===== config.mk =====
export PLATFORM = sky130hd
export DESIGN_NAME = mem_port_top
export DESIGN_NICKNAME = d
export VERILOG_FILES = /design/src/mem_port_pkg.sv /design/src/line_cache.sv /design/src/sram_port_ctrl.sv /design/src/mem_port_top.sv
export VERILOG_INCLUDE_DIRS = /design/src
export SDC_FILE = /design/constraint.sdc
export NUM_CORES = 2
export LEC_CHECK = 0
export ABC_AREA = 1
export BUFFER_PORTS_ARGS = -buffer_cell sky130_fd_sc_hd__buf_2
export CAP_MARGIN = 20
export CORE_MARGIN = 1
export CORE_UTILIZATION = 35
export DETAILED_ROUTE_END_ITERATION = 12
export HOLD_SLACK_MARGIN = 0.1
export SETUP_SLACK_MARGIN = 0.5
export SLEW_MARGIN = 10
export SYNTH_ARGS = -nofsm -noshare
export SYNTH_HDL_FRONTEND = slang
export SYNTH_SLANG_ARGS = --single-unit

===== constraint.sdc =====
create_clock -name clk -period 4 [get_ports clk]
set_clock_uncertainty 0.1 [all_clocks]
set_input_delay 0.6 -clock clk [delete_from_list [all_inputs] [get_ports clk]]
set_output_delay 0.6 -clock clk [all_outputs]
set_load 0.005 [all_outputs]

===== src/mem_port_consts.svh =====
`ifndef MEM_PORT_CONSTS_SVH
`define MEM_PORT_CONSTS_SVH

//////////////////////////////////////////////////////////////////////
// Memory port widths
//////////////////////////////////////////////////////////////////////

// External SRAM address word
`define MEM_ADDR_W 16

// One data word per SRAM location and per cache line
`define MEM_DATA_W 16

//////////////////////////////////////////////////////////////////////
// Cache geometry
//////////////////////////////////////////////////////////////////////

// 64 direct-mapped lines
`define CACHE_INDEX_W 6

// Remaining upper address bits
`define CACHE_TAG_W (`MEM_ADDR_W - `CACHE_INDEX_W)

`endif


===== src/mem_port_pkg.sv =====
`include "mem_port_consts.svh"

package mem_port_pkg;

	//////////////////////////////////////////////////////////////////////
	// Address word
	//////////////////////////////////////////////////////////////////////

	// Cache view of an address
	typedef struct packed {
		logic [`CACHE_TAG_W-1:0] tag;
		logic [`CACHE_INDEX_W-1:0] index;
	} tag_index_s;

	// Raw SRAM address or tag and index
	typedef union packed {
		logic [`MEM_ADDR_W-1:0] raw;
		tag_index_s f;
	} mem_addr_u;

	//////////////////////////////////////////////////////////////////////
	// Controller encodings
	//////////////////////////////////////////////////////////////////////

	// Port sequencer states
	typedef enum logic [2:0] {
		IDLE,
		RD_SETUP,
		RD_SAMPLE,
		FILL,
		WB_WRITE,
		DONE
	} port_state_e;

	// Owner of the transaction in flight
	typedef enum logic {
		SRC_IF,
		SRC_EXE
	} req_src_e;

endpackage


===== src/line_cache.sv =====
`timescale 1ns/1ps
`include "mem_port_consts.svh"

module line_cache (
	input logic clk,
	input logic rst,

	// Lookup and write port
	input mem_port_pkg::mem_addr_u addr,
	input logic wr,
	input logic wr_dirty,
	input logic [`MEM_DATA_W-1:0] wdata,

	// Lookup result
	output logic hit,
	output logic [`MEM_DATA_W-1:0] rdata,

	// Line currently held at addr.f.index
	output logic victim_dirty,
	output mem_port_pkg::mem_addr_u victim_addr,
	output logic [`MEM_DATA_W-1:0] victim_data
);

	localparam int LINES = 1 << `CACHE_INDEX_W;

	//////////////////////////////////////////////////////////////////////
	// Line storage
	//////////////////////////////////////////////////////////////////////

	// Per-line state bits
	logic [LINES-1:0] valid_q;
	logic [LINES-1:0] dirty_q;

	// Tag and data arrays
	logic [`CACHE_TAG_W-1:0] tag_mem [LINES];
	logic [`MEM_DATA_W-1:0] data_mem [LINES];

	// Selected line
	logic [`CACHE_INDEX_W-1:0] idx;
	logic [`CACHE_TAG_W-1:0] line_tag;
	logic [`MEM_DATA_W-1:0] line_data;
	logic line_valid;
	logic line_dirty;
	logic tag_match;

	//////////////////////////////////////////////////////////////////////
	// Combinational lookup
	//////////////////////////////////////////////////////////////////////

	assign idx = addr.f.index;
	assign line_tag = tag_mem[idx];
	assign line_data = data_mem[idx];
	assign line_valid = valid_q[idx];
	assign line_dirty = dirty_q[idx];
	assign tag_match = (line_tag == addr.f.tag);

	assign hit = line_valid & tag_match;
	assign rdata = line_data;

	// Only a modified line of another tag needs a write-back
	assign victim_dirty = line_valid & line_dirty & ~tag_match;
	assign victim_data = line_data;

	// Rebuild the victim's SRAM address from its stored tag
	always_comb begin
		victim_addr.f.tag = line_tag;
		victim_addr.f.index = idx;
	end

	//////////////////////////////////////////////////////////////////////
	// Line update
	//////////////////////////////////////////////////////////////////////

	// Valid and dirty bits
	always_ff @(posedge clk) begin
		if (!rst) begin
			valid_q <= '0;
			dirty_q <= '0;
		end else if (wr) begin
			valid_q[idx] <= 1'b1;
			// EXE store marks the line, a fill leaves it clean
			dirty_q[idx] <= wr_dirty;
		end
	end

	// Tag and data install
	always_ff @(posedge clk) begin
		if (wr) begin
			tag_mem[idx] <= addr.f.tag;
			data_mem[idx] <= wdata;
		end
	end

endmodule


===== src/sram_port_ctrl.sv =====
`timescale 1ns/1ps
`include "mem_port_consts.svh"

module sram_port_ctrl (
	input logic clk,
	input logic rst,

	// Instruction fetch requester
	input logic if_req,
	input logic [`MEM_ADDR_W-1:0] if_addr,
	output logic if_ack,
	output logic [`MEM_DATA_W-1:0] if_rdata,

	// Execute stage requester
	input logic exe_req,
	input logic exe_we,
	input logic [`MEM_ADDR_W-1:0] exe_addr,
	input logic [`MEM_DATA_W-1:0] exe_wdata,
	output logic exe_ack,
	output logic [`MEM_DATA_W-1:0] exe_rdata,

	// Cache access
	output mem_port_pkg::mem_addr_u cache_addr,
	output logic cache_wr,
	output logic cache_wr_dirty,
	output logic [`MEM_DATA_W-1:0] cache_wdata,
	input logic cache_hit,
	input logic [`MEM_DATA_W-1:0] cache_rdata,
	input logic victim_dirty,
	input mem_port_pkg::mem_addr_u victim_addr,
	input logic [`MEM_DATA_W-1:0] victim_data,

	// SRAM pins
	output logic [`MEM_ADDR_W-1:0] ram_addr,
	output logic [`MEM_DATA_W-1:0] ram_wdata,
	input logic [`MEM_DATA_W-1:0] ram_rdata,
	output logic ram_oe,
	output logic ram_we,
	output logic ram_en
);

	//////////////////////////////////////////////////////////////////////
	// Transaction state
	//////////////////////////////////////////////////////////////////////

	mem_port_pkg::port_state_e state_q;
	mem_port_pkg::req_src_e src_q;
	logic we_q;
	logic wb_need_q;
	logic ram_en_q;

	// Latched request and victim
	mem_port_pkg::mem_addr_u addr_q;
	mem_port_pkg::mem_addr_u wb_addr_q;
	logic [`MEM_DATA_W-1:0] data_q;
	logic [`MEM_DATA_W-1:0] wb_data_q;

	// Winner of arbitration in IDLE
	mem_port_pkg::mem_addr_u lookup_addr;
	logic owner_req;

	// EXE always has priority
	assign lookup_addr.raw = exe_req ? exe_addr : if_addr;

	// Req of whichever port owns the transaction
	assign owner_req = (src_q == mem_port_pkg::SRC_EXE) ? exe_req : if_req;

	//////////////////////////////////////////////////////////////////////
	// Sequencer
	//////////////////////////////////////////////////////////////////////

	always_ff @(posedge clk) begin
		if (!rst) begin
			state_q <= mem_port_pkg::IDLE;
			src_q <= mem_port_pkg::SRC_IF;
			we_q <= 1'b0;
			wb_need_q <= 1'b0;
			ram_en_q <= 1'b1;
		end else begin
			ram_en_q <= 1'b0;
			case (state_q)
				mem_port_pkg::IDLE: begin
					if (exe_req || if_req) begin
						src_q <= exe_req ? mem_port_pkg::SRC_EXE : mem_port_pkg::SRC_IF;
						we_q <= exe_req & exe_we;
						// Victim state before any fill touches the line
						wb_need_q <= victim_dirty;
						if (exe_req && exe_we)
							state_q <= mem_port_pkg::FILL;
						else if (cache_hit)
							state_q <= mem_port_pkg::DONE;
						else
							state_q <= mem_port_pkg::RD_SETUP;
					end
				end
				mem_port_pkg::RD_SETUP: begin
					state_q <= mem_port_pkg::RD_SAMPLE;
				end
				mem_port_pkg::RD_SAMPLE: begin
					state_q <= mem_port_pkg::FILL;
				end
				mem_port_pkg::FILL: begin
					if (wb_need_q)
						state_q <= mem_port_pkg::WB_WRITE;
					else
						state_q <= mem_port_pkg::DONE;
				end
				mem_port_pkg::WB_WRITE: begin
					state_q <= mem_port_pkg::DONE;
				end
				mem_port_pkg::DONE: begin
					// Hold ack until the owner lets go of req
					if (!owner_req)
						state_q <= mem_port_pkg::IDLE;
				end
				default: begin
					state_q <= mem_port_pkg::IDLE;
				end
			endcase
		end
	end

	// Request payload and result word
	always_ff @(posedge clk) begin
		if (state_q == mem_port_pkg::IDLE && (exe_req || if_req)) begin
			addr_q <= lookup_addr;
			wb_addr_q <= victim_addr;
			wb_data_q <= victim_data;
			if (exe_req && exe_we)
				data_q <= exe_wdata;
			else
				data_q <= cache_rdata;
		end else if (state_q == mem_port_pkg::RD_SAMPLE) begin
			data_q <= ram_rdata;
		end
	end

	//////////////////////////////////////////////////////////////////////
	// Outputs
	//////////////////////////////////////////////////////////////////////

	// Handshake on the owning port only
	assign if_ack = (state_q == mem_port_pkg::DONE) && (src_q == mem_port_pkg::SRC_IF);
	assign exe_ack = (state_q == mem_port_pkg::DONE) && (src_q == mem_port_pkg::SRC_EXE);
	assign if_rdata = data_q;
	assign exe_rdata = data_q;

	// Live lookup in IDLE, then the latched address
	assign cache_addr = (state_q == mem_port_pkg::IDLE) ? lookup_addr : addr_q;
	assign cache_wr = (state_q == mem_port_pkg::FILL);
	assign cache_wr_dirty = we_q;
	assign cache_wdata = data_q;

	// SRAM strobes
	assign ram_addr = (state_q == mem_port_pkg::WB_WRITE) ? wb_addr_q.raw : addr_q.raw;
	assign ram_wdata = wb_data_q;
	assign ram_oe = !(state_q == mem_port_pkg::RD_SETUP || state_q == mem_port_pkg::RD_SAMPLE);
	assign ram_we = !(state_q == mem_port_pkg::WB_WRITE);
	assign ram_en = ram_en_q;

endmodule


===== src/mem_port_top.sv =====
`timescale 1ns/1ps
`include "mem_port_consts.svh"

module mem_port_top (
	input logic clk,
	input logic rst,

	// Instruction fetch port
	input logic if_req,
	input logic [`MEM_ADDR_W-1:0] if_addr,
	output logic if_ack,
	output logic [`MEM_DATA_W-1:0] if_rdata,

	// Execute port
	input logic exe_req,
	input logic exe_we,
	input logic [`MEM_ADDR_W-1:0] exe_addr,
	input logic [`MEM_DATA_W-1:0] exe_wdata,
	output logic exe_ack,
	output logic [`MEM_DATA_W-1:0] exe_rdata,

	// SRAM pins
	output logic [`MEM_ADDR_W-1:0] ram_addr,
	output logic [`MEM_DATA_W-1:0] ram_wdata,
	input logic [`MEM_DATA_W-1:0] ram_rdata,
	output logic ram_oe,
	output logic ram_we,
	output logic ram_en
);

	//////////////////////////////////////////////////////////////////////
	// Controller to cache
	//////////////////////////////////////////////////////////////////////

	mem_port_pkg::mem_addr_u cache_addr;
	logic cache_wr;
	logic cache_wr_dirty;
	logic [`MEM_DATA_W-1:0] cache_wdata;
	logic cache_hit;
	logic [`MEM_DATA_W-1:0] cache_rdata;
	logic victim_dirty;
	mem_port_pkg::mem_addr_u victim_addr;
	logic [`MEM_DATA_W-1:0] victim_data;

	sram_port_ctrl sram_port_ctrl_inst (
		.clk(clk),
		.rst(rst),
		.if_req(if_req),
		.if_addr(if_addr),
		.if_ack(if_ack),
		.if_rdata(if_rdata),
		.exe_req(exe_req),
		.exe_we(exe_we),
		.exe_addr(exe_addr),
		.exe_wdata(exe_wdata),
		.exe_ack(exe_ack),
		.exe_rdata(exe_rdata),
		.cache_addr(cache_addr),
		.cache_wr(cache_wr),
		.cache_wr_dirty(cache_wr_dirty),
		.cache_wdata(cache_wdata),
		.cache_hit(cache_hit),
		.cache_rdata(cache_rdata),
		.victim_dirty(victim_dirty),
		.victim_addr(victim_addr),
		.victim_data(victim_data),
		.ram_addr(ram_addr),
		.ram_wdata(ram_wdata),
		.ram_rdata(ram_rdata),
		.ram_oe(ram_oe),
		.ram_we(ram_we),
		.ram_en(ram_en)
	);

	line_cache line_cache_inst (
		.clk(clk),
		.rst(rst),
		.addr(cache_addr),
		.wr(cache_wr),
		.wr_dirty(cache_wr_dirty),
		.wdata(cache_wdata),
		.hit(cache_hit),
		.rdata(cache_rdata),
		.victim_dirty(victim_dirty),
		.victim_addr(victim_addr),
		.victim_data(victim_data)
	);

endmodule


==> metrics.txt <==
status=completed; routed len/inst=24.5 um; Leak Pwr=0.0299 uW; worst slew pin tran=1130 ps; crit end category=flip-flop; Site Rows=167; Sum Neg Setup Slack=0 ps; Fmax achieved=0.288 GHz; Vias=49524; clock tree from TritonCTS=yes; Max Slew Vio Count=0; CP startpoint kind=flip-flop; clock latency on the worst-skew pair=850 ps; Post-Synthesis Net Count=6005; top cell type's share of synthesized area=0.710; largest family of logic cells by synthesized area=simple AND/OR/NAND/NOR gates; number of flops mapped to enable cells by yosys=1728; final wirelength=227 mm; maximum vdd drop=0.497 mV; FFs w/ async S/R, synth=0; Seq cells post-synth=1863; nets=6422; RePlAce Congestion=0.872; Post-Synth XOR/XNOR Area=0; Yosys top cell by area=edfxtp_1; sw frac=0.347; CP delay by family, top=simple AND/OR/NAND/NOR gates; Finish-stage setup viols=0; number of buffers added on ports=137; GRT Total Usage=0.210; Post-DRT Antenna Nets=0; gr ovfl total=0; arrival time worst endpoint=4040 ps; Fin. Hold Viols=0; Cell Pwr Density=667 nW/um2; Die H=459 um; Num CTS Buffers=176; Initial DRC Count=5891; multiplexer area fraction after synthesis=0; synthesized instance count=5936; Synth Area in Compound Gates=0.0771; Tot Pwr=58200 uW; Main synth FF type=edfxtp_1; antenna violations before repair=1; drt pass-1 iters=6; min cycle time layout=3470 ps; worst path bufs/invs=4; ranking of synthesized cells by area=edfxtp_1 71%, nand2_1 7.1%, o21ai_0 4.4%; WS Path Type=flip-flop to flip-flop; first-pass GRT wire length=326 mm; core box area=207000 um2; Die Footprint=211000 um2; Synth Area in Adders=0; sequential area share after synthesis=0.747; vias in the first global route=46743; Initial Utilization=0.353; Root Buffer Master=clkbuf_16; Synth Warn #=0; Synth Cell Area=73100 um2; drt via density=5.33; Fill cells=18993; CP max stage delay=370 ps; sequential power share=0.416; final worst-path cycle share=0.868; clock net sink count=1863; worst path required time=4570 ps; Yosys cell types=39; Net Sw Power=20200 uW; count leader, synth=edfxtp_1; RSZ-0062 raised after global routing=yes; Worst Hold Class=primary input to flip-flop; Slowest-stage cell, CP=dfxtp_4; die width=459 um; CTS max path bufs=3; Avg Cell Area, Syn=12.3 um2; layout cells sized above 1=0.149; largest net degree at the start of global routing=66; Clock Power Share=0.287; max_cap viols=0; area grow syn2layout=19.3%; worst-path fanout max=37; # DRC=0; simple logic cell fraction of the synthesized area=0.144; Comb power frac=0.297; Ports=138; most used cell, CP=nand2_1; H-tree depth=4; P_int=38000 uW; DP HPWL=134 mm; Synth top cells by count=1728 x edfxtp_1, 1379 x nand2_1, 776 x nor2_1, 650 x o21ai_0, 354 x nand3_1; Reg clk slew, reported paths=60 ps; Slew headroom=0.249; crit path cell chain=inv_2 -> nand2_2 -> nor2_4 -> buf_6 -> nand2_8 -> nand2_8 -> buf_16 -> nand2_1 -> nand3_1 -> nand4_1 -> nand2_1 -> nand2_1 -> nor2_1 -> nand2_1 -> nand2_1 -> nand2_1 -> inv_1 -> nand2_1 -> nor2_2 -> nand3_1 -> nand2_1 -> a21oi_1
==> per-stage QoR <==
| stage | cell area (um2) | setup WS [ps] | hold slack (ps) | std cells | util |
|---|---|---|---|---|---|
| final | 87200 | 529 | 146 | 9293 | 0.421 |
| after global routing | 87200 | 400 | 139 | 9292 | 0.421 |
| after CTS | 86700 | 423 | 101 | 9269 | 0.418 |
| after detailed placement | 80000 | -41.9 | 355 | 8873 | 0.386 |
| after global placement | 80000 | 32.4 | 346 | 8872 | 0.386 |
| after floorplan | 73200 | 336 | 335 | 5936 | - |
==> cells by family after synthesis <==
logic type	after synthesis
buffers and inverters	487
AND/OR/NAND/NOR	2611
flip-flops	1863
AO/OA/AOI/OAI	975
==> power groups by stage <==
stage	Clock, uW	Combinational, uW	Sequential [uW]
after floorplan	0	8290	24900
after global placement	0	15900	24600
after detailed placement	0	16100	24600
after CTS	16900	16700	24200
after global routing	17600	18500	24200
final	16700	17300	24200
==> what timing repair did <==
| action | CTS | global route |
|---|---|---|
| hold buffers | 50 | 0 |
| resized for setup | 45 | 61 |
| setup buffers | 9 | 16 |
| gates cloned | 8 | 7 |
| pin swaps | 5 | 12 |
| hold endpoints to repair | 28 | 0 |
| endpoints found under the setup margin | 127 | 174 |
==> flip-flops by register name, summed over array words and instances (netlist names) <==
| register | flops |
|---|---|
| sram_port_ctrl_inst.state_q | 3 |
| sram_port_ctrl_inst.src_q | 1 |
| sram_port_ctrl_inst.cache_wdata | 16 |
| sram_port_ctrl_inst.ram_en | 1 |
| sram_port_ctrl_inst.ram_wdata | 16 |
| line_cache_inst.data_mem | 1024 |
| sram_port_ctrl_inst.wb_addr_q | 16 |
| sram_port_ctrl_inst.addr_q | 16 |
| line_cache_inst.tag_mem | 640 |
| sram_port_ctrl_inst.cache_wr_dirty | 1 |
| line_cache_inst.dirty_q | 64 |
| sram_port_ctrl_inst.wb_need_q | 1 |
| line_cache_inst.valid_q | 64 |
==> cell type report <==
type | instances | area (um2) | share of cell area
Clock inverter | 101 | 1000 | 0.0115
Timing Repair Buffer | 583 | 5890 | 0.0675
Tap cell | 2788 | 3490 | 0.0400
Clock buffer | 228 | 4670 | 0.0536
Antenna cell | 1 | 2.50 | 0.0000287
Sequential cell | 1863 | 54600 | 0.626
Multi-Input combinational cell | 3589 | 17000 | 0.195
Inverter | 140 | 538 | 0.00617
==> layout by cell type, fill, tap and decap left out, types with 5 or more instances in the layout <==
master	instances
nand3_1	354
nor2_2	14
edfxtp_1	1728
inv_2	24
buf_2	137
bufinv_16	14
nor3_1	13
buf_16	10
nand2_1	1362
nor2_1	707
clkinv_2	35
nor3_4	6
clkinv_1	38
nor2_4	74
o21ai_1	37
buf_6	13
nand4_1	51
o221ai_1	98
o211ai_1	27
bufbuf_16	5
a21oi_1	85
inv_1	109
buf_12	98
clkbuf_1	45
inv_16	7
o21ai_0	645
buf_4	261
dlygate4sd3_1	50
dfxtp_1	132
nand2_4	6
clkbuf_16	184
nand2_2	17
a221oi_1	44
a221oi_2	17
==> routing by layer <==
layer | global-route usage | up-vias | part of all wire
li1 | - | 22036 | -
met1 | 0.295 | 24611 | 0.41
met2 | 0.329 | 2540 | 0.46
met3 | 0.0350 | 337 | 0.096
met4 | 0.0738 | 0 | 0.032
met5 | 0 | - | 0
==> worst register-to-register path, stage by stage (launching register included) <==
cell	delay, ps
dfxtp_4	370
inv_2	80
nand2_2	90
nor2_4	250
buf_6	210
nand2_8	120
nand2_8	200
buf_16	250
nand2_1	130
nand3_1	100
nand4_1	310
nand2_1	160
nand2_1	60
nor2_1	170
nand2_1	110
nand2_1	70
nand2_1	60
inv_1	50
nand2_1	50
nor2_2	160
nand3_1	110
nand2_1	80
a21oi_1	50
==> worst paths after layout <==
kind / slack, ps / from / to / cells past startpoint
worst min-delay path: 150 / ram_rdata[7] / sram_port_ctrl_inst.cache_wdata[7] / 3
worst min register to register: 360 / line_cache_inst.valid_q[63] / line_cache_inst.valid_q[63] / 2
worst max register to register: 530 / sram_port_ctrl_inst.state_q[0] / sram_port_ctrl_inst.wb_need_q / 22
worst max-delay path: 530 / sram_port_ctrl_inst.state_q[0] / sram_port_ctrl_inst.wb_need_q / 22
(Power assumes the default switching activity.)
